==> src/common/tmr_params.svh <==
// TMR control unit parameters
// Vote and counter widths, APB address width and register map offsets

`ifndef TMR_PARAMS_SVH
`define TMR_PARAMS_SVH

// Width of one core's compared output word
`define TMR_VOTE_W 32

// APB address width and mismatch counter width
`define TMR_ADDR_W 8
`define TMR_CNT_W  16

// Register offsets
`define TMR_REG_CTRL   8'h00
`define TMR_REG_STATUS 8'h04
`define TMR_REG_CNT0   8'h08
`define TMR_REG_CNT1   8'h0C
`define TMR_REG_CNT2   8'h10

`endif

==> src/common/tmr_pkg.sv <==
// TMR control unit types
// Word, mask and counter types, redundancy mode and the voter/config structs

`default_nettype none

package tmr_pkg;

  `include "tmr_params.svh"

  typedef logic [`TMR_VOTE_W-1:0] vote_t;
  typedef logic [2:0]             core_mask_t;
  typedef logic [`TMR_CNT_W-1:0]  mm_cnt_t;

  typedef enum logic [2:0] {
    NON_TMR,
    TMR_RUN,
    TMR_UNLOAD,
    TMR_RELOAD,
    TMR_RAPID
  } tmr_mode_e;

  // Result of one voting cycle
  typedef struct packed {
    vote_t      voted;
    core_mask_t err;
    logic       single_mm;
    logic       failure;
    logic       valid;
  } vote_res_t;

  // Configuration from the register block
  typedef struct packed {
    logic enable;
    logic setback_en;
    logic reload_setback;
    logic rapid_en;
    logic force_resynch;
  } tmr_cfg_t;

endpackage

`default_nettype wire

==> src/design/tmr_voter.sv <==
// TMR voter
// Registered bitwise 2-of-3 majority over the three core words, with the
// disagreement classified as one dissenting core, total failure or agreement

`timescale 1ns/1ps
`default_nettype none

module tmr_voter import tmr_pkg::*; (
  input  logic      clk_i,
  input  logic      rst_ni,
  input  logic      core_valid_i,
  input  vote_t     core0_i,
  input  vote_t     core1_i,
  input  vote_t     core2_i,
  output vote_res_t res_o,
  output vote_t     voted_o
);

  logic       eq01, eq02, eq12;
  logic       fail_d;
  vote_t      majority;
  core_mask_t err_d;
  vote_t      voted_q;
  core_mask_t err_q;
  logic       single_q, fail_q, valid_q;

  assign eq01 = (core0_i == core1_i);
  assign eq02 = (core0_i == core2_i);
  assign eq12 = (core1_i == core2_i);

  assign majority = (core0_i & core1_i) | (core0_i & core2_i) | (core1_i & core2_i);

  // A core dissents when the other two agree and differ from it
  assign err_d[0] = eq12 & ~eq01;
  assign err_d[1] = eq02 & ~eq01;
  assign err_d[2] = eq01 & ~eq02;
  assign fail_d   = ~eq01 & ~eq02 & ~eq12;

  always_ff @(posedge clk_i or negedge rst_ni) begin
    if (!rst_ni) begin
      valid_q  <= 1'b0;
      err_q    <= '0;
      single_q <= 1'b0;
      fail_q   <= 1'b0;
    end else begin
      valid_q  <= core_valid_i;
      err_q    <= core_valid_i ? err_d : '0;
      single_q <= core_valid_i & (|err_d);
      fail_q   <= core_valid_i & fail_d;
    end
  end

  // No majority exists on failure, core 0 is passed on
  always_ff @(posedge clk_i) begin
    if (core_valid_i) begin
      voted_q <= fail_d ? core0_i : majority;
    end
  end

  assign res_o = '{voted: voted_q, err: err_q, single_mm: single_q,
                   failure: fail_q, valid: valid_q};
  assign voted_o = voted_q;

endmodule

`default_nettype wire

==> src/tmr_ctrl/tmr_ctrl.sv <==
// TMR redundancy mode controller
// Runs the mode FSM (non-redundant, run, unload, reload, rapid recovery)
// and drives setback, resynch and recovery requests and the bus hold

`timescale 1ns/1ps
`default_nettype none

module tmr_ctrl import tmr_pkg::*; (
  input  logic       clk_i,
  input  logic       rst_ni,
  input  vote_res_t  res_i,
  input  tmr_cfg_t   cfg_i,
  input  logic       fetch_en_i,
  input  logic       cores_synch_i,
  input  logic       unload_done_i,
  input  logic       reload_done_i,
  input  logic       recovery_done_i,
  input  logic       bus_resp_ok_i,
  output tmr_mode_e  mode_o,
  output core_mask_t incr_o,
  output logic       force_ack_o,
  output core_mask_t setback_o,
  output logic       resynch_req_o,
  output logic       recovery_req_o,
  output logic       bus_hold_o
);

  tmr_mode_e  mode_d, mode_q;
  core_mask_t setback_d, setback_q;
  logic       resynch_q;
  logic       cores_synch_q;
  logic       mismatch;

  assign mismatch = res_i.valid & res_i.single_mm;

  always_comb begin
    mode_d      = mode_q;
    setback_d   = '0;
    force_ack_o = 1'b0;

    case (mode_q)
      TMR_RUN: begin
        if (cfg_i.force_resynch || mismatch) begin
          force_ack_o = cfg_i.force_resynch;
          mode_d      = cfg_i.rapid_en ? TMR_RAPID : TMR_UNLOAD;
        end
      end
      TMR_UNLOAD: begin
        if (unload_done_i) begin
          mode_d = TMR_RELOAD;
          if (cfg_i.setback_en) setback_d = 3'b111;
        end
      end
      TMR_RELOAD: begin
        if (reload_done_i) begin
          mode_d = TMR_RUN;
        end else if ((mismatch || res_i.failure) && cfg_i.setback_en &&
                     cfg_i.reload_setback) begin
          // Error while reloading, restart all cores again
          setback_d = 3'b111;
        end
      end
      TMR_RAPID: begin
        if (recovery_done_i) mode_d = TMR_RUN;
      end
      NON_TMR: begin
        if (cfg_i.enable && cores_synch_q) begin
          if (cfg_i.rapid_en) begin
            mode_d = TMR_RAPID;
          end else begin
            mode_d = TMR_RELOAD;
            if (cfg_i.setback_en) setback_d = 3'b111;
          end
        end
      end
      default: mode_d = NON_TMR;
    endcase

    // Before the cores fetch, the mode simply follows enable
    if (!fetch_en_i) begin
      mode_d      = cfg_i.enable ? TMR_RUN : NON_TMR;
      setback_d   = '0;
      force_ack_o = 1'b0;
    end

    // Split out of lockstep once the outstanding bus traffic has settled
    if (mode_q == TMR_RUN && !cfg_i.enable && bus_resp_ok_i) begin
      mode_d = NON_TMR;
      if (cfg_i.setback_en) setback_d = 3'b110;
    end
  end

  always_ff @(posedge clk_i or negedge rst_ni) begin
    if (!rst_ni) begin
      mode_q        <= NON_TMR;
      setback_q     <= '0;
      resynch_q     <= 1'b0;
      cores_synch_q <= 1'b0;
    end else begin
      mode_q        <= mode_d;
      setback_q     <= setback_d;
      resynch_q     <= (mode_d == TMR_UNLOAD) && (mode_q != TMR_UNLOAD);
      cores_synch_q <= cores_synch_i;
    end
  end

  // Only mismatches seen in run mode are counted
  assign incr_o = (mode_q == TMR_RUN && mismatch) ? res_i.err : '0;

  assign mode_o         = mode_q;
  assign setback_o      = setback_q;
  assign resynch_req_o  = resynch_q;
  assign recovery_req_o = (mode_q == TMR_RAPID);
  assign bus_hold_o     = (mode_q == TMR_RUN) && !cfg_i.enable;

endmodule

`default_nettype wire

==> src/tmr_regs/tmr_regs.sv <==
// TMR register block
// APB slave without wait states holding the configuration, the mode
// read-back and one saturating mismatch counter per core

`timescale 1ns/1ps
`default_nettype none

`include "tmr_params.svh"

module tmr_regs import tmr_pkg::*; (
  input  logic                   clk_i,
  input  logic                   rst_ni,
  input  logic                   psel_i,
  input  logic                   penable_i,
  input  logic                   pwrite_i,
  input  logic [`TMR_ADDR_W-1:0] paddr_i,
  input  logic [31:0]            pwdata_i,
  output logic [31:0]            prdata_o,
  output logic                   pready_o,
  output logic                   pslverr_o,
  input  tmr_mode_e              mode_i,
  input  core_mask_t             incr_i,
  input  logic                   force_ack_i,
  output tmr_cfg_t               cfg_o
);

  tmr_cfg_t   cfg_q;
  mm_cnt_t    cnt_q [3];
  logic       access;
  logic       wr_en;
  logic       hit_ctrl;
  logic       addr_hit;
  core_mask_t hit_cnt;

  assign access = psel_i & penable_i;
  assign wr_en  = access & pwrite_i;

  assign hit_ctrl   = (paddr_i == `TMR_REG_CTRL);
  assign hit_cnt[0] = (paddr_i == `TMR_REG_CNT0);
  assign hit_cnt[1] = (paddr_i == `TMR_REG_CNT1);
  assign hit_cnt[2] = (paddr_i == `TMR_REG_CNT2);
  assign addr_hit   = hit_ctrl | (|hit_cnt) | (paddr_i == `TMR_REG_STATUS);

  // Configuration, force_resynch self-clears once control has taken it
  always_ff @(posedge clk_i or negedge rst_ni) begin
    if (!rst_ni) begin
      cfg_q <= '0;
    end else if (wr_en && hit_ctrl) begin
      cfg_q.enable         <= pwdata_i[0];
      cfg_q.setback_en     <= pwdata_i[1];
      cfg_q.reload_setback <= pwdata_i[2];
      cfg_q.rapid_en       <= pwdata_i[3];
      cfg_q.force_resynch  <= pwdata_i[4];
    end else if (force_ack_i) begin
      cfg_q.force_resynch <= 1'b0;
    end
  end

  // Mismatch counters, any write clears
  always_ff @(posedge clk_i or negedge rst_ni) begin
    if (!rst_ni) begin
      for (int k = 0; k < 3; k++) cnt_q[k] <= '0;
    end else begin
      for (int k = 0; k < 3; k++) begin
        if (wr_en && hit_cnt[k]) begin
          cnt_q[k] <= '0;
        end else if (incr_i[k] && cnt_q[k] != '1) begin
          cnt_q[k] <= cnt_q[k] + 1'b1;
        end
      end
    end
  end

  always_comb begin
    prdata_o = '0;
    case (paddr_i)
      `TMR_REG_CTRL: begin
        prdata_o[4:0] = {cfg_q.force_resynch, cfg_q.rapid_en, cfg_q.reload_setback,
                         cfg_q.setback_en, cfg_q.enable};
      end
      `TMR_REG_STATUS: prdata_o[2:0] = mode_i;
      `TMR_REG_CNT0:   prdata_o[`TMR_CNT_W-1:0] = cnt_q[0];
      `TMR_REG_CNT1:   prdata_o[`TMR_CNT_W-1:0] = cnt_q[1];
      `TMR_REG_CNT2:   prdata_o[`TMR_CNT_W-1:0] = cnt_q[2];
      default:         prdata_o = '0;
    endcase
  end

  assign pready_o  = access;
  assign pslverr_o = access & ~addr_hit;
  assign cfg_o     = cfg_q;

endmodule

`default_nettype wire

==> src/design/tmr_unit_top.sv <==
// TMR control unit top level
// Chains the voter, the mode controller and the APB register block

`timescale 1ns/1ps
`default_nettype none

`include "tmr_params.svh"

module tmr_unit_top import tmr_pkg::*; (
  input  logic                   clk_i,
  input  logic                   rst_ni,
  // APB
  input  logic                   psel_i,
  input  logic                   penable_i,
  input  logic                   pwrite_i,
  input  logic [`TMR_ADDR_W-1:0] paddr_i,
  input  logic [31:0]            pwdata_i,
  output logic [31:0]            prdata_o,
  output logic                   pready_o,
  output logic                   pslverr_o,
  // Core outputs to compare
  input  logic                   core_valid_i,
  input  vote_t                  core0_i,
  input  vote_t                  core1_i,
  input  vote_t                  core2_i,
  output vote_t                  voted_o,
  // Control handshakes
  input  logic                   fetch_en_i,
  input  logic                   cores_synch_i,
  input  logic                   unload_done_i,
  input  logic                   reload_done_i,
  input  logic                   recovery_done_i,
  input  logic                   bus_resp_ok_i,
  output tmr_mode_e              mode_o,
  output core_mask_t             setback_o,
  output logic                   resynch_req_o,
  output logic                   recovery_req_o,
  output logic                   bus_hold_o
);

  vote_res_t  vote_res;
  tmr_cfg_t   cfg;
  core_mask_t incr;
  logic       force_ack;

  tmr_voter u_voter (
    .clk_i,
    .rst_ni,
    .core_valid_i,
    .core0_i,
    .core1_i,
    .core2_i,
    .res_o   (vote_res),
    .voted_o
  );

  tmr_ctrl u_ctrl (
    .clk_i,
    .rst_ni,
    .res_i          (vote_res),
    .cfg_i          (cfg),
    .fetch_en_i,
    .cores_synch_i,
    .unload_done_i,
    .reload_done_i,
    .recovery_done_i,
    .bus_resp_ok_i,
    .mode_o,
    .incr_o         (incr),
    .force_ack_o    (force_ack),
    .setback_o,
    .resynch_req_o,
    .recovery_req_o,
    .bus_hold_o
  );

  tmr_regs u_regs (
    .clk_i,
    .rst_ni,
    .psel_i,
    .penable_i,
    .pwrite_i,
    .paddr_i,
    .pwdata_i,
    .prdata_o,
    .pready_o,
    .pslverr_o,
    .mode_i      (mode_o),
    .incr_i      (incr),
    .force_ack_i (force_ack),
    .cfg_o       (cfg)
  );

endmodule

`default_nettype wire

==> config.mk <==
export PLATFORM = sky130hd
export DESIGN_NAME = tmr_unit_top
export DESIGN_NICKNAME = d
export VERILOG_FILES = /design/src/common/tmr_pkg.sv /design/src/design/tmr_voter.sv /design/src/tmr_ctrl/tmr_ctrl.sv /design/src/tmr_regs/tmr_regs.sv /design/src/design/tmr_unit_top.sv
export VERILOG_INCLUDE_DIRS = /design/src /design/src/common
export SDC_FILE = /design/constraint.sdc
export NUM_CORES = 1
export LEC_CHECK = 0
export ABC_AREA = 1
export BUFFER_PORTS_ARGS = -buffer_cell sky130_fd_sc_hd__buf_2
export CORE_MARGIN = 2
export CORE_UTILIZATION = 40
export DETAILED_ROUTE_END_ITERATION = 8
export GPL_ROUTABILITY_DRIVEN = 0
export PLACE_DENSITY = 0.74
export REMOVE_ABC_BUFFERS = 1
export SYNTH_ARGS = -nofsm -noshare
export SYNTH_HDL_FRONTEND = slang
export SYNTH_SLANG_ARGS = --single-unit
==> constraint.sdc <==
create_clock -name clk_i -period 4.1 [get_ports clk_i]
set_input_delay 0.205 -clock clk_i [delete_from_list [all_inputs] [get_ports clk_i]]
set_output_delay 0.205 -clock clk_i [all_outputs]
set_load 0.1 [all_outputs]
== Word level (Yosys, flattened, before mapping) ==
Index checks and enable logic that the tools add are counted.

* Bits in registers: 99
* Word-level logic and storage cells: 121

* Bitwise operators: 22
* Add/sub/neg operators: 3
* Eq/ne operators: 16
* Muxes and demuxes: 38
* Reduce and logical (&&, ||, !) cells: 25

{| class="wikitable"
|+ Operator list
! kind !! number
|-
| bitwise AND 32 bit || 3
|-
| equality test 32 bit || 3
|-
| two-way mux 16 bit || 6
|-
| OR 32 bit || 2
|-
| two-way mux 3 bit || 20
|-
| adder 16 x 1 -> 16 bit (second input constant) || 3
|-
| inequality test 16 bit (second input constant) || 3
|-
| case mux 11 bit (3 select lines) || 1
|-
| two-way mux 32 bit || 1
|-
| case mux 3 bit (5 select lines) || 2
|-
| equality test 8 x 4 -> 1 bit (second input constant) || 2
|-
| logical AND 1 bit || 14
|-
| bitwise AND 1 bit || 11
|-
| equality test 3 x 2 -> 1 bit (second input constant) || 3
|-
| case mux 3 bit (3 select lines) || 1
|-
| equality test 8 x 3 -> 1 bit (second input constant) || 1
|-
| equality test 8 x 5 -> 1 bit (second input constant) || 1
|-
| zero test 8 bit || 1
|-
| case mux 2 bit (4 select lines) || 1
|-
| nonzero test 2 bit || 4
|-
| two-way mux 1 bit || 6
|-
| OR reduction 3 bit || 2
|-
| NOT 1 bit || 4
|-
| equality test 3 x 1 -> 1 bit (second input constant) || 1
|-
| 6 further kinds || 8
|}

== Depth between registers and ports, before layout ==
Gate-level depths: netlist of the first run.

* Depth in word-level cells: 10
* Depth in mapped cells: 12
* Mapped depth without buffers: 11

== Modules after synthesis ==
A second synthesis of the first run with hierarchy kept.

* Cells, all modules: 1103
* Area total of the unflattened synthesis: 8174.1 sq um

{| class="wikitable"
|+ By module, submodules not included
! module !! area an instance (sq um) !! cells an instance !! times used
|-
| tmr_regs || 3895.0 || 593 || 1
|-
| tmr_voter || 3758.6 || 432 || 1
|-
| tmr_ctrl || 520.5 || 78 || 1
|}

== Least setup slack after synthesis of the first run ==
No wires, ideal clock.

* Path kind: register to register
* Start: reg u_ctrl.mode_q[0] (netlist: u_ctrl.mode_o[0])
* End: reg u_ctrl.resynch_q (netlist: u_ctrl.resynch_req_o)
* Setup time: 0.071 ns
* Arrival time: 3.092 ns
* Stages on the path, launching flop included: 11
* Data required time: 4.029 ns
* Path slack: 0.937 ns
* Cells stage by stage: dfrtp_1 > inv_2 > nor2_2 > nand2_1 > nor2_1 > nand2_1 > nand2_1 > inv_1 > nand2_1 > nand2_1 > nor2_1

* Cells in the longest elaborated chain, start to end: 6

{| class="wikitable"
|+ Ends and longest elaborated chain
! element !! line !! source
|-
| from (decl) || tmr_ctrl.sv:28 || <nowiki>tmr_mode_e mode_d, mode_q;</nowiki>
|-
| from (signal assigned) || tmr_ctrl.sv:100 || <nowiki>mode_q <= mode_d;</nowiki>
|-
| equality test 3 x 1 -> 1 bit || n/a ||
|-
| logical AND 1 bit || n/a ||
|-
| named net bus_hold_o || tmr_unit_top.sv:38 || <nowiki>output logic bus_hold_o</nowiki>
|-
| logical AND 1 bit || tmr_ctrl.sv:87 || <nowiki>if (mode_q == TMR_RUN && !cfg_i.enable && bus_resp_ok_i) begin</nowiki>
|-
| two-way mux 3 bit || tmr_ctrl.sv:87 ||
|-
| named net u_ctrl.mode_d[0] || tmr_ctrl.sv:28 ||
|-
| equality test 3 x 2 -> 1 bit || tmr_ctrl.sv:102 || <nowiki>resynch_q <= (mode_d == TMR_UNLOAD) && (mode_q != TMR_UNLOAD);</nowiki>
|-
| logical AND 1 bit || tmr_ctrl.sv:102 ||
|-
| to (signal assigned) || tmr_ctrl.sv:102 ||
|-
| to (decl) || tmr_ctrl.sv:30 || <nowiki>logic resynch_q;</nowiki>
|}

The timed path passes the listed nets, and every way through them passes these cells.
A chain may end at the register's enable or synchronous reset.

== Final worst setup path of the first run ==
* Start: reg u_ctrl.mode_q[1] (netlist: u_ctrl.mode_o[1])
* End: reg u_regs.cnt_q[33] (netlist name)

* Cells in the longest elaborated chain, start to end: 5

{| class="wikitable"
|+ Ends and longest elaborated chain
! element !! line !! source
|-
| equality test 3 x 1 -> 1 bit || tmr_ctrl.sv:108 || <nowiki>assign incr_o = (mode_q == TMR_RUN && mismatch) ? res_i.err : '0;</nowiki>
|-
| logical AND 1 bit || tmr_ctrl.sv:108 ||
|-
| two-way mux 3 bit || tmr_ctrl.sv:108 ||
|-
| logical AND 1 bit || tmr_regs.sv:67 || <nowiki>end else if (incr_i[k] && cnt_q[k] != '1) begin</nowiki>
|-
| nonzero test 2 bit (no source line) || n/a ||
|-
| to (signal, indexed assignment) || tmr_regs.sv:68 || <nowiki>cnt_q[k] <= cnt_q[k] + 1'b1;</nowiki>
|-
| to (decl) || tmr_regs.sv:28 || <nowiki>mm_cnt_t cnt_q [3];</nowiki>
|}

Every way passes these cells.

==> out/metrics.yaml, run 1 <==
synth_area_leader_cell: "dfrtp_1"
grt_max_degree: 39
cp_top_family: "simple AND/OR/NAND/NOR gates"
hold_viol: 0
path_max_fanout: 12
synth_area_sq_um: 8010
netSwitchingFraction_pct: 33.3
max_clock_freq_ghz: 0.415
htreeDepth: 3
drt_iter0_markers: 358
synthArstFlopShare_pct: 67.3
critPathSlowestCell: "nor2_1"
multi_input_area_sq_um: 4630
num_antenna_cells: 0
clkPwrFrac_pct: 36.9
syn_inst: 1079
place_ws_ns: 1.70
finalSetupTns_ns: 0
min_period_over_period_pct: 58.8
outcome: "finished clean"
grt_pass1_wl_um: 35400
coreArea_sq_um: 19500
register_area_sq_um: 2610
max_stage_delay_ns: 0.68
path_common_cell: "nand2_1"
num_vias: 7522
p_switching_mw: 0.873
io_buffers: 179
maxCapViolCount: 0
cts_root_buffer: "clkbuf_16"
globalRouteOverflowTotal: 0
holdPathStages: 3
rows: 51
cp-end-kind: "register"
area_growth_pct: 14.8
die_area_sq_um: 21200
via_per_inst: 5.04
ir_drop_v: 0.000202
relSlewSlack_pct: 39.4
setup_violations: 0
stdcell_count: 1491
grt_usage_pct: 20.7
routed_wl_um: 21900
hold_path.class: "input pin to register"
min_period_ns: 2.41
powerDensity_nw_per_um2: 285
syn_area_per_cell_sq_um: 7.42
wl_per_cell_um: 14.7
dp_hpwl_um: 17300
power_frac_seq_pct: 40.6
grt_pass1_vias: 7274
clock-sinks: 98
synth_edf_count: 32
seq_area_frac_synth_pct: 32.6
fillCellCount: 1937
crit_arrival_ns: 2.65
path_buf_inv: 2
fin_worst_skew_ns: 0.0174
cts_buffers: 9
ys_top_cells_by_area: "dfrtp_1 (21%), nand2_1 (16%), ha_1 (15%)"
critPathKind: "register to register"
synth_commonest_cells: "nand2_1 (333), nor2_1 (133), ha_1 (99)"
cp_cell_sequence: "inv_2 > nand2_1 > nor2_1 > nand2_1 > nor2_1 > inv_1 > nor2_1 > nor2_2 > nand2_1 > nand2_1"
drcViolationCount: 0
drive_gt1_share_pct: 19.2
synth.top_cell.area_share_pct: 20.6
place_inst: 1473
timing.hold.ws_ns: 0.101
synth_warnings: 0
clockBufferDepth: 2
ys_types: 35
cts_tree: "built"
rsz0062_at_grt: "false"
crit_cells: 10
synth-seq-cells: 98
io-pin-count: 223
first_pass_iters: 5
r2r_slack_ns: 1.69
required_ns: 4.34
ys_dominant_reg_cell: "dfrtp_1"
die_w_um: 146
antenna_found_initial: 0
cts_resized: 0
dieHeight_um: 146
slew_viol_final: 0
p_int_mw: 1.75
r2r_cells: 10
start_kind: "register"
hp-start: "pwdata_i[4]"
rr_startpoint: "u_ctrl.mode_o[1]"
clk_pin_slew_worst_paths_ns: 0.07
fin_nets: 1468
r2r-end: "u_regs.cnt_q[33]"
fin_ws_ns: 1.69
final_core_util_pct: 47.1
combPwrFrac_pct: 22.5
initial_core_util_pct: 41.0
clock_latency_ns: 0.36
yosysMostFrequentCell: "nand2_1"
ant_nets: 0
holdPathEnd: "u_regs.cfg_o[0]"
p_leak_nw: 4.82
worst_pin_slew_ns: 0.910
-- metrics by stage --
stage / cell area, sq um / power [mW]
6_report: 9200 / 2.62
4_1_cts: 9200 / 2.65
3_3_place_gp: 8840 / 1.66
5_1_grt: 9200 / 2.74
3_5_place_dp: 8840 / 1.68
2_1_floorplan: 7590 / 1.49
-- worst max-delay path by stage --
stage                                start                   end  slack (ns)
final                     u_ctrl.mode_o[1]      u_regs.cnt_q[33]        1.69
after global routing      u_ctrl.mode_o[1]      u_regs.cnt_q[33]        1.46
after CTS                 u_ctrl.mode_o[1]      u_regs.cnt_q[33]        1.69
after detailed placement  u_ctrl.mode_o[1]      u_regs.cnt_q[41]        1.70
after global placement    u_ctrl.mode_o[1]      u_regs.cnt_q[33]        1.72
after floorplan           u_ctrl.mode_o[0]  u_ctrl.resynch_req_o        0.94
-- cells in the final DEF, fill, tap and decap left out, drive strengths merged --
cell,count
bufinv,1
or2,1
dfrtp,66
buf,182
clkbuf,11
a21oi,3
o2111ai,2
nor3,17
nor3b,1
nand3,77
edfxtp,32
ha,99
inv,94
nand3b,3
a31oi,1
xnor2,3
clkinvlp,2
nor2,151
nand2,338
o21ai,23
dlygate4sd3,2
and2,4
o221ai,7
or3,32
xor2,19
conb,16
o211ai,5
nand4,34
-- logic make-up after synthesis --
group	count (synthesis)	synth area share, %
AOI/OAI and AO/OA	41	3.20
xor gates and xnor gates	22	2.41
adders and majority gates	99	15.5
DFF	98	32.6
and+or+nand+nor	658	36.0
other	1	0.0468
buffers and inverters	160	10.3
-- layout make-up --
| class | instances | share of cell area (%) |
|---|---|---|
| clock buffers | 11 | 2.99 |
| inverters | 92 | 3.75 |
| well taps | 265 | 3.60 |
| flip-flops and latches | 98 | 28.4 |
| repair buffers | 184 | 10.2 |
| multi-input cells | 836 | 50.4 |
| clock inverters | 5 | 0.680 |
-- metal layers --
metal / vias to the layer above / wire length (um) / track usage [%]
li1: 3768 / - / -
met1: 3430 / 8690 / 23.4
met2: 296 / 10900 / 36.7
met3: 28 / 1880 / 7.12
met4: 0 / 448 / 6.76
met5: - / 0 / 0
-- tightest hold or removal path, cell delays in order --
cell and delay, ns:
buf_2 0.09, nand3_1 0.06, nand2_1 0.06
-- power groups by stage --
stage | Sequential [mW] | Clock (mW) | Combinational, mW
final | 1.06 | 0.966 | 0.590
after global routing | 1.07 | 1.03 | 0.645
after CTS | 1.06 | 0.992 | 0.596
after detailed placement | 1.08 | 0 | 0.593
after global placement | 1.08 | 0 | 0.579
after floorplan | 1.27 | 0 | 0.226
-- repair_timing --
item	in CTS	in global routing
endpoints found under the hold margin	29	0
buffers inserted	0	0
hold buffers	2	0
-- flip-flops by register name, summed over array words and instances, names as in the netlist --
name and count:
u_regs.cfg_o 5, u_ctrl.cores_synch_q 1, u_regs.cnt_q 48, u_ctrl.resynch_req_o 1
u_voter.valid_q 1, u_voter.voted_o 32, u_voter.single_q 1, u_voter.err_q 3
u_ctrl.mode_o 3, u_voter.fail_q 1, u_ctrl.setback_o 2
(Power assumes the default switching activity.)
==> inputs of run 2 (changes only) <==
--- a/config.mk
+++ b/config.mk
@@ -12,7 +12,7 @@
 export CORE_UTILIZATION = 40
 export DETAILED_ROUTE_END_ITERATION = 8
 export GPL_ROUTABILITY_DRIVEN = 0
-export PLACE_DENSITY = 0.74
+export PLACE_DENSITY = 0.76
 export REMOVE_ABC_BUFFERS = 1
 export SYNTH_ARGS = -nofsm -noshare
 export SYNTH_HDL_FRONTEND = slang
==> constraint.sdc (replaced) <==
create_clock -name clk_i -period 2.15 [get_ports clk_i]
set_input_delay 0.1075 -clock clk_i [delete_from_list [all_inputs] [get_ports clk_i]]
set_output_delay 0.1075 -clock clk_i [all_outputs]
set_load 0.1 [all_outputs]
==> run 2 against run 1 <==
  * Combinational power up 95%
  * Clock skew shrank 0.0075 ns
  * Total power rose by 83%
  * Sequential power rose by 92%
  * Die area did not move
  * Critical endpoint is now bus_hold_o
  * Global-route usage is 0.28 points lower
  * Critical path depth decreased by 5
  * Cell count up 1.3%
==> out/metrics.yaml, run 2 (synthesized netlist as in run 1, its figures left out) <==
min_period_ns: 1.94
timing.hold.ws_ns: 0.0125  # was 0.101 ns
r2r_slack_ns: 0.28  # was 1.69 ns
cts_buffers: 9  # unchanged
fin_worst_skew_ns: 0.00985  # was 0.0174 ns
antenna_found_initial: 0  # unchanged
hold_path.class: "input pin to register"  # unchanged
worst_pin_slew_ns: 0.576  # was 0.910 ns
via_per_inst: 5.03  # was 5.04
register_area_sq_um: 2610  # unchanged
wl_per_cell_um: 14.3  # was 14.7 um
die_area_sq_um: 21200  # unchanged
drcViolationCount: 0  # unchanged
crit_arrival_ns: 1.83  # was 2.65 ns
powerDensity_nw_per_um2: 500  # was 285 nW/um^2
critPathKind: "register to output pin"  # was register to register
rows: 51  # unchanged
clk_pin_slew_worst_paths_ns: 0.07  # about the same
regMostFlops: "u_regs.cnt_q"  # unchanged
ant_nets: 0  # unchanged
fin_nets: 1487  # was 1,468
maxCapViolCount: 0  # unchanged
num_antenna_cells: 0  # unchanged
coreArea_sq_um: 19500  # unchanged
largest_reg_flops: 48  # unchanged
start_kind: "register"  # unchanged
fillCellCount: 1925  # was 1,937
max_clock_freq_ghz: 0.515
cts_tree: "built"  # unchanged
cts_root_buffer: "clkbuf_16"  # unchanged
num_vias: 7601  # was 7,522
layout_commonest_cell: "nand2_1"  # unchanged
die_w_um: 146  # unchanged
drt_iter0_markers: 355  # was 358
initial_core_util_pct: 41.0  # unchanged
clock_latency_ns: 0.35  # was 0.36 ns
path_max_fanout: 5  # was 12
dp_hpwl_um: 17500  # was 17,300 um
area_growth_pct: 19.8  # was 14.8%
cp-end-kind: "output pin"  # was register
stdcell_area_sq_um: 9590  # was 9200 sq um
grt_max_degree: 31  # was 39
min_period_over_period_pct: 90.3
place_ws_ns: 0.193  # was 1.70 ns
setup_violations: 0  # unchanged
io_buffers: 179  # unchanged
placed_area_sq_um: 9250  # was 8840 sq um
relSlewSlack_pct: 61.6  # was 39.4%
multi_input_area_sq_um: 4630  # unchanged
ir_drop_v: 0.000370  # was 0.000202 V
final_core_util_pct: 49.1  # was 47.1%
grt_pass1_wl_um: 35200  # was 35,400 um
cts_resized: 0  # unchanged
rsz0062_at_grt: "false"  # unchanged
grt_pass1_vias: 7327  # was 7,274
globalRouteOverflowTotal: 0  # unchanged
clock-sinks: 98  # unchanged
drive_gt1_share_pct: 19.9  # was 19.2%
hold_viol: 0  # unchanged
required_ns: 2.04  # was 4.34 ns
routed_wl_um: 21600  # was 21,900 um
io-pin-count: 223  # unchanged
p_leak_nw: 4.96  # was 4.82 nW
grt_usage_pct: 20.4  # was 20.7%
outcome: "finished clean"  # unchanged
fin_ws_ns: 0.210  # was 1.69 ns
dieHeight_um: 146  # unchanged
first_pass_iters: 5  # unchanged
slew_viol_final: 0  # unchanged
final_cell_mix: "nand2_1 (333), buf_2 (163), nor2_1 (132), ha_1 (99), inv_1 (86)"  # was nand2_1 (333), buf_2 (179), nor2_1 (132), ha_1 (99), inv_1 (86)
htreeDepth: 3  # unchanged
clockBufferDepth: 2  # unchanged
==> run 2: layout make-up <==
| cell class | instances | area share (%) |
|---|---|---|
| clock buffers | 12 | 2.79 |
| clock inverters | 4 | 0.248 |
| inverters | 92 | 3.60 |
| multi-input cells | 836 | 48.3 |
| flip-flops and latches | 98 | 27.2 |
| well taps | 265 | 3.46 |
| repair buffers | 203 | 14.4 |
==> run 2: report_power, final <==
part / internal (mW) / switching [mW] / total [mW]
Combinational: 0.296 / 0.849 / 1.15
Sequential: 2.00 / 0.0306 / 2.03
Clock: 0.884 / 0.740 / 1.62
Total: 3.18 / 1.62 / 4.80
==> run 2: through the flow <==
| step | total power, mW | setup TNS [ns] | cells |
|---|---|---|---|
| 6_report | 4.80 | 0 | 1510 |
| 5_1_grt | 5.02 | 0 | 1510 |
| 4_1_cts | 4.85 | 0 | 1510 |
| 3_5_place_dp | 3.20 | 0 | 1489 |
| 3_3_place_gp | 3.18 | 0 | 1489 |
| 2_1_floorplan | 2.85 | -12.85 | 1026 |
==> run 2: final timing paths <==
check                                       from               end  depth (start not counted)
worst min register to register   u_regs.cfg_o[2]   u_regs.cfg_o[2]                          2
worst max register to register  u_regs.cnt_q[16]  u_regs.cnt_q[23]                          9
max in group asynchronous                 rst_ni  u_regs.cnt_q[47]                          3
min in group asynchronous                 rst_ni   u_regs.cnt_q[1]                          2
worst min-delay path                 pwdata_i[0]   u_regs.cfg_o[4]                          3
worst max-delay path            u_ctrl.mode_o[0]        bus_hold_o                          5
==> run 2: metal layers <==
metal	wire, um	share of wire, %	GRT usage (%)	vias to the layer above
met1	8670	40	24.2	3406
li1	-	-	-	3802
met3	2000	9.3	6.46	52
met2	10200	47	34.8	341
met4	685	3.2	7.60	0
met5	0	0	0	-
==> run 2: what timing repair did <==
item                                   in CTS  in global routing
endpoints found under the hold margin      26                  0
setup buffers                               0                  0
hold buffers                                5                  0
==> run 2: critical path, stage by stage (launching register included) <==
cell,delay [ns]
dfrtp_1,0.47
inv_2,0.07
nor2_2,0.11
nand2_1,0.14
nor2_1,0.22
buf_2,0.47
==> inputs of run 3 (changes only) <==
--- a/config.mk
+++ b/config.mk
@@ -16,4 +16,5 @@
 export REMOVE_ABC_BUFFERS = 1
 export SYNTH_ARGS = -nofsm -noshare
 export SYNTH_HDL_FRONTEND = slang
+export SYNTH_HIERARCHICAL = 1
 export SYNTH_SLANG_ARGS = --single-unit
==> run 3 against run 2 <==
  * Highest routed layer unchanged
  * First-iteration DRC count increased by 36%
  * Area after synthesis increased by 2.0%
  * Cell count increased by 1.5%
  * Flip-flop and latch count unchanged
  * Clock power decreased by 3%
  * Cell area increased by 0.85%
  * Fmax increased by 1.7%
  * Sequential share of layout area decreased by 0.23 points
  * Sequential power about the same
  * Register-to-register slack got worse by 0.04 ns
  * Global-route usage increased by 0.49 points
==> out/metrics.yaml, run 3 <==
outcome: "finished clean"  # unchanged
htreeDepth: 3  # unchanged
max_clock_freq_ghz: 0.524  # was 0.515 GHz
synth.top_cell.area_share_pct: 20.2  # was 20.6%
synth_commonest_cells: "nand2_1 (334), nor2_1 (130), nand3_1 (110)"  # was nand2_1 (333), nor2_1 (133), ha_1 (99)
syn_area_per_cell_sq_um: 7.41  # was 7.42 sq um
num_antenna_cells: 0  # unchanged
powerDensity_nw_per_um2: 490  # was 500 nW/um^2
drive_gt1_share_pct: 20.5  # was 19.9%
grt_pass1_wl_um: 36100  # was 35,200 um
clockBufferDepth: 2  # unchanged
antenna_found_initial: 0  # unchanged
cp-end-kind: "register"  # was output pin
clk_pin_slew_worst_paths_ns: 0.07  # about the same
io-pin-count: 223  # unchanged
placed_area_sq_um: 9360  # was 9250 sq um
dp_hpwl_um: 18200  # was 17,500 um
seq_area_frac_synth_pct: 32.0  # was 32.6%
grt_usage_pct: 20.9  # was 20.4%
routed_wl_um: 22500  # was 21,600 um
via_per_inst: 5.14  # was 5.03
hold_path.class: "input pin to register"  # unchanged
required_ns: 2.37  # was 2.04 ns
cts_tree: "built"  # unchanged
min_period_ns: 1.91  # was 1.94 ns
dieHeight_um: 147  # was 146 um
final_cell_mix: "nand2_1 (334), buf_2 (164), nor2_1 (127), nand3_1 (110), ha_1 (99)"  # was nand2_1 (333), buf_2 (163), nor2_1 (132), ha_1 (99), inv_1 (86)
io_buffers: 179  # unchanged
multi_input_area_sq_um: 4780  # was 4630 sq um
stdcell_area_sq_um: 9670  # was 9590 sq um
synth_area_leader_cell: "dfrtp_1"  # unchanged
worst_pin_slew_ns: 0.900  # was 0.576 ns
maxCapViolCount: 0  # unchanged
area_growth_pct: 18.4  # was 19.8%
layout_commonest_cell: "nand2_1"  # unchanged
ant_nets: 0  # unchanged
rows: 52  # was 51
yosysMostFrequentCell: "nand2_1"  # unchanged
die_w_um: 147  # was 146 um
regMostFlops: "u_regs/cnt_q"  # was u_regs.cnt_q
fillCellCount: 2002  # was 1,925
path_max_fanout: 13  # was 5
ys_top_cells_by_area: "dfrtp_1 (20%), nand2_1 (15%), ha_1 (15%)"  # was dfrtp_1 (21%), nand2_1 (16%), ha_1 (15%)
stdcell_count: 1532  # was 1,510
slew_viol_final: 0  # unchanged
synthArstFlopShare_pct: 67.3  # unchanged
num_vias: 7882  # was 7,601
fin_nets: 1504  # was 1,487
clock_latency_ns: 0.35  # about the same
coreArea_sq_um: 20200  # was 19,500 sq um
start_kind: "register"  # unchanged
clock-sinks: 98  # unchanged
synth_area_sq_um: 8170  # was 8010 sq um
post-cts-setup-buffers: 0  # unchanged
drt_iter0_markers: 482  # was 355
crit_arrival_ns: 2.13  # was 1.83 ns
ir_drop_v: 0.000295  # was 0.000370 V
largest_reg_flops: 48  # unchanged
cts_root_buffer: "clkbuf_16"  # unchanged
drcViolationCount: 0  # unchanged
grt_pass1_vias: 7402  # was 7,327
critPathKind: "register to register"  # was register to output pin
register_area_sq_um: 2610  # unchanged
hold_viol: 0  # unchanged
globalRouteOverflowTotal: 0  # unchanged
synth_warnings: 6  # was 0
cts_buffers: 9  # unchanged
place_inst: 1513  # was 1,489
setup_violations: 0  # unchanged
wl_per_cell_um: 14.7  # was 14.3 um
syn_inst: 1103  # was 1,079
synth_edf_count: 32  # unchanged
die_area_sq_um: 21600  # was 21,200 sq um
synth-seq-cells: 98  # unchanged
first_pass_iters: 5  # unchanged
rsz0062_at_grt: "false"  # unchanged
grt_max_degree: 67  # was 31
initial_core_util_pct: 40.5  # was 41.0%
p_leak_nw: 4.90  # was 4.96 nW
ys_types: 36  # was 35
ys_dominant_reg_cell: "dfrtp_1"  # unchanged
relSlewSlack_pct: 39.9  # was 61.6%
fin_worst_skew_ns: 0.00874  # was 0.00985 ns
min_period_over_period_pct: 88.7  # was 90.3%
[run 3: cell types whose count changed in the layout (fill, tap and decap cells not counted), sizes merged, moves of 3 or more]
| cell | before | now |
|---|---|---|
| nand3 | 77 | 113 |
| nor3 | 17 | 3 |
| xor2 | 19 | 7 |
| nand2 | 338 | 346 |
| o221ai | 7 | 0 |
| inv | 92 | 87 |
| nand3b | 3 | 8 |
| o211ai | 5 | 10 |
| nand4 | 34 | 30 |
| o21ai | 23 | 27 |
| nor2 | 151 | 154 |
| xnor2 | 3 | 6 |
[run 3: critical path, stage by stage (launching register included)]
cell and delay [ns]:
dfrtp_1 0.41, clkinv_2 0.11, nand2_1 0.10, nor2_1 0.19
nand3_1 0.17, nor2_1 0.28, o21ai_4 0.14, buf_4 0.21
nand3_1 0.07, o21ai_0 0.10
[run 3: metrics by stage]
stage / setup slack, ns / util, % / total power, mW / TNS, ns / hold slack (ns)
floorplan: -0.878 / - / 2.84 / -9.67 / -0.188
global placement: 0.0840 / 46.4 / 3.18 / 0 / 0.160
detailed placement: 0.0159 / 46.4 / 3.20 / 0 / 0.157
CTS: 0.157 / 47.9 / 4.81 / 0 / 0.00240
global route: 0.0197 / 48.0 / 4.96 / 0 / 0.0211
finish: 0.243 / 48.0 / 4.74 / 0 / 0.0153
[run 3: where the power goes]
group | switching (mW) | internal (mW)
sequential | 0.0187 | 1.99
combinational | 0.871 | 0.290
clock | 0.725 | 0.849
total | 1.61 | 3.13
[run 3: cell type report]
class | count | share of cell area, %
Inverter | 87 | 3.39
Sequential cell | 98 | 27.0
Timing Repair Buffer | 200 | 13.8
Tap cell | 270 | 3.49
Clock buffer | 12 | 2.65
Multi-Input combinational cell | 861 | 49.4
Clock inverter | 4 | 0.259
[run 3: repair_timing]
action | CTS | global route
endpoints found under the hold margin | 68 | 0
endpoints found under the setup margin | 0 | 10
resized for setup | 0 | 3
hold buffers | 3 | 0
[run 3: final timing paths]
check | start | endpoint | slack, ns | cells past startpoint
setup / recovery | u_ctrl/mode_o[1] | u_regs/cnt_q[38] | 0.24 | 9
hold / removal | pwdata_i[2] | u_regs/cfg_o[2] | 0.02 | 3
setup reg to reg | u_ctrl/mode_o[1] | u_regs/cnt_q[38] | 0.24 | 9
hold reg to reg | u_regs/cfg_o[2] | u_regs/cfg_o[2] | 0.53 | 2
max in group asynchronous | rst_ni | u_regs/cnt_q[1] | 1.54 | 3
min in group asynchronous | rst_ni | u_regs/cnt_q[19] | 0.31 | 3
[run 3: cell families after synthesis]
logic type	Yosys count	synth area share, %
buf+inv	159	10.4
xor+xnor	13	1.39
flops	98	32.0
simple gates	688	37.7
other cells	1	0.0459
fa+ha+maj	99	15.2
compound gates	45	3.34
[run 3: layer usage]
layer / GRT usage [%] / up-vias / share of wire, %
met4: 8.80 / 0 / 3.2
met2: 35.8 / 343 / 48
li1: - / 3872 / -
met1: 24.6 / 3622 / 39
met3: 6.09 / 45 / 9.2
met5: 0 / - / 0
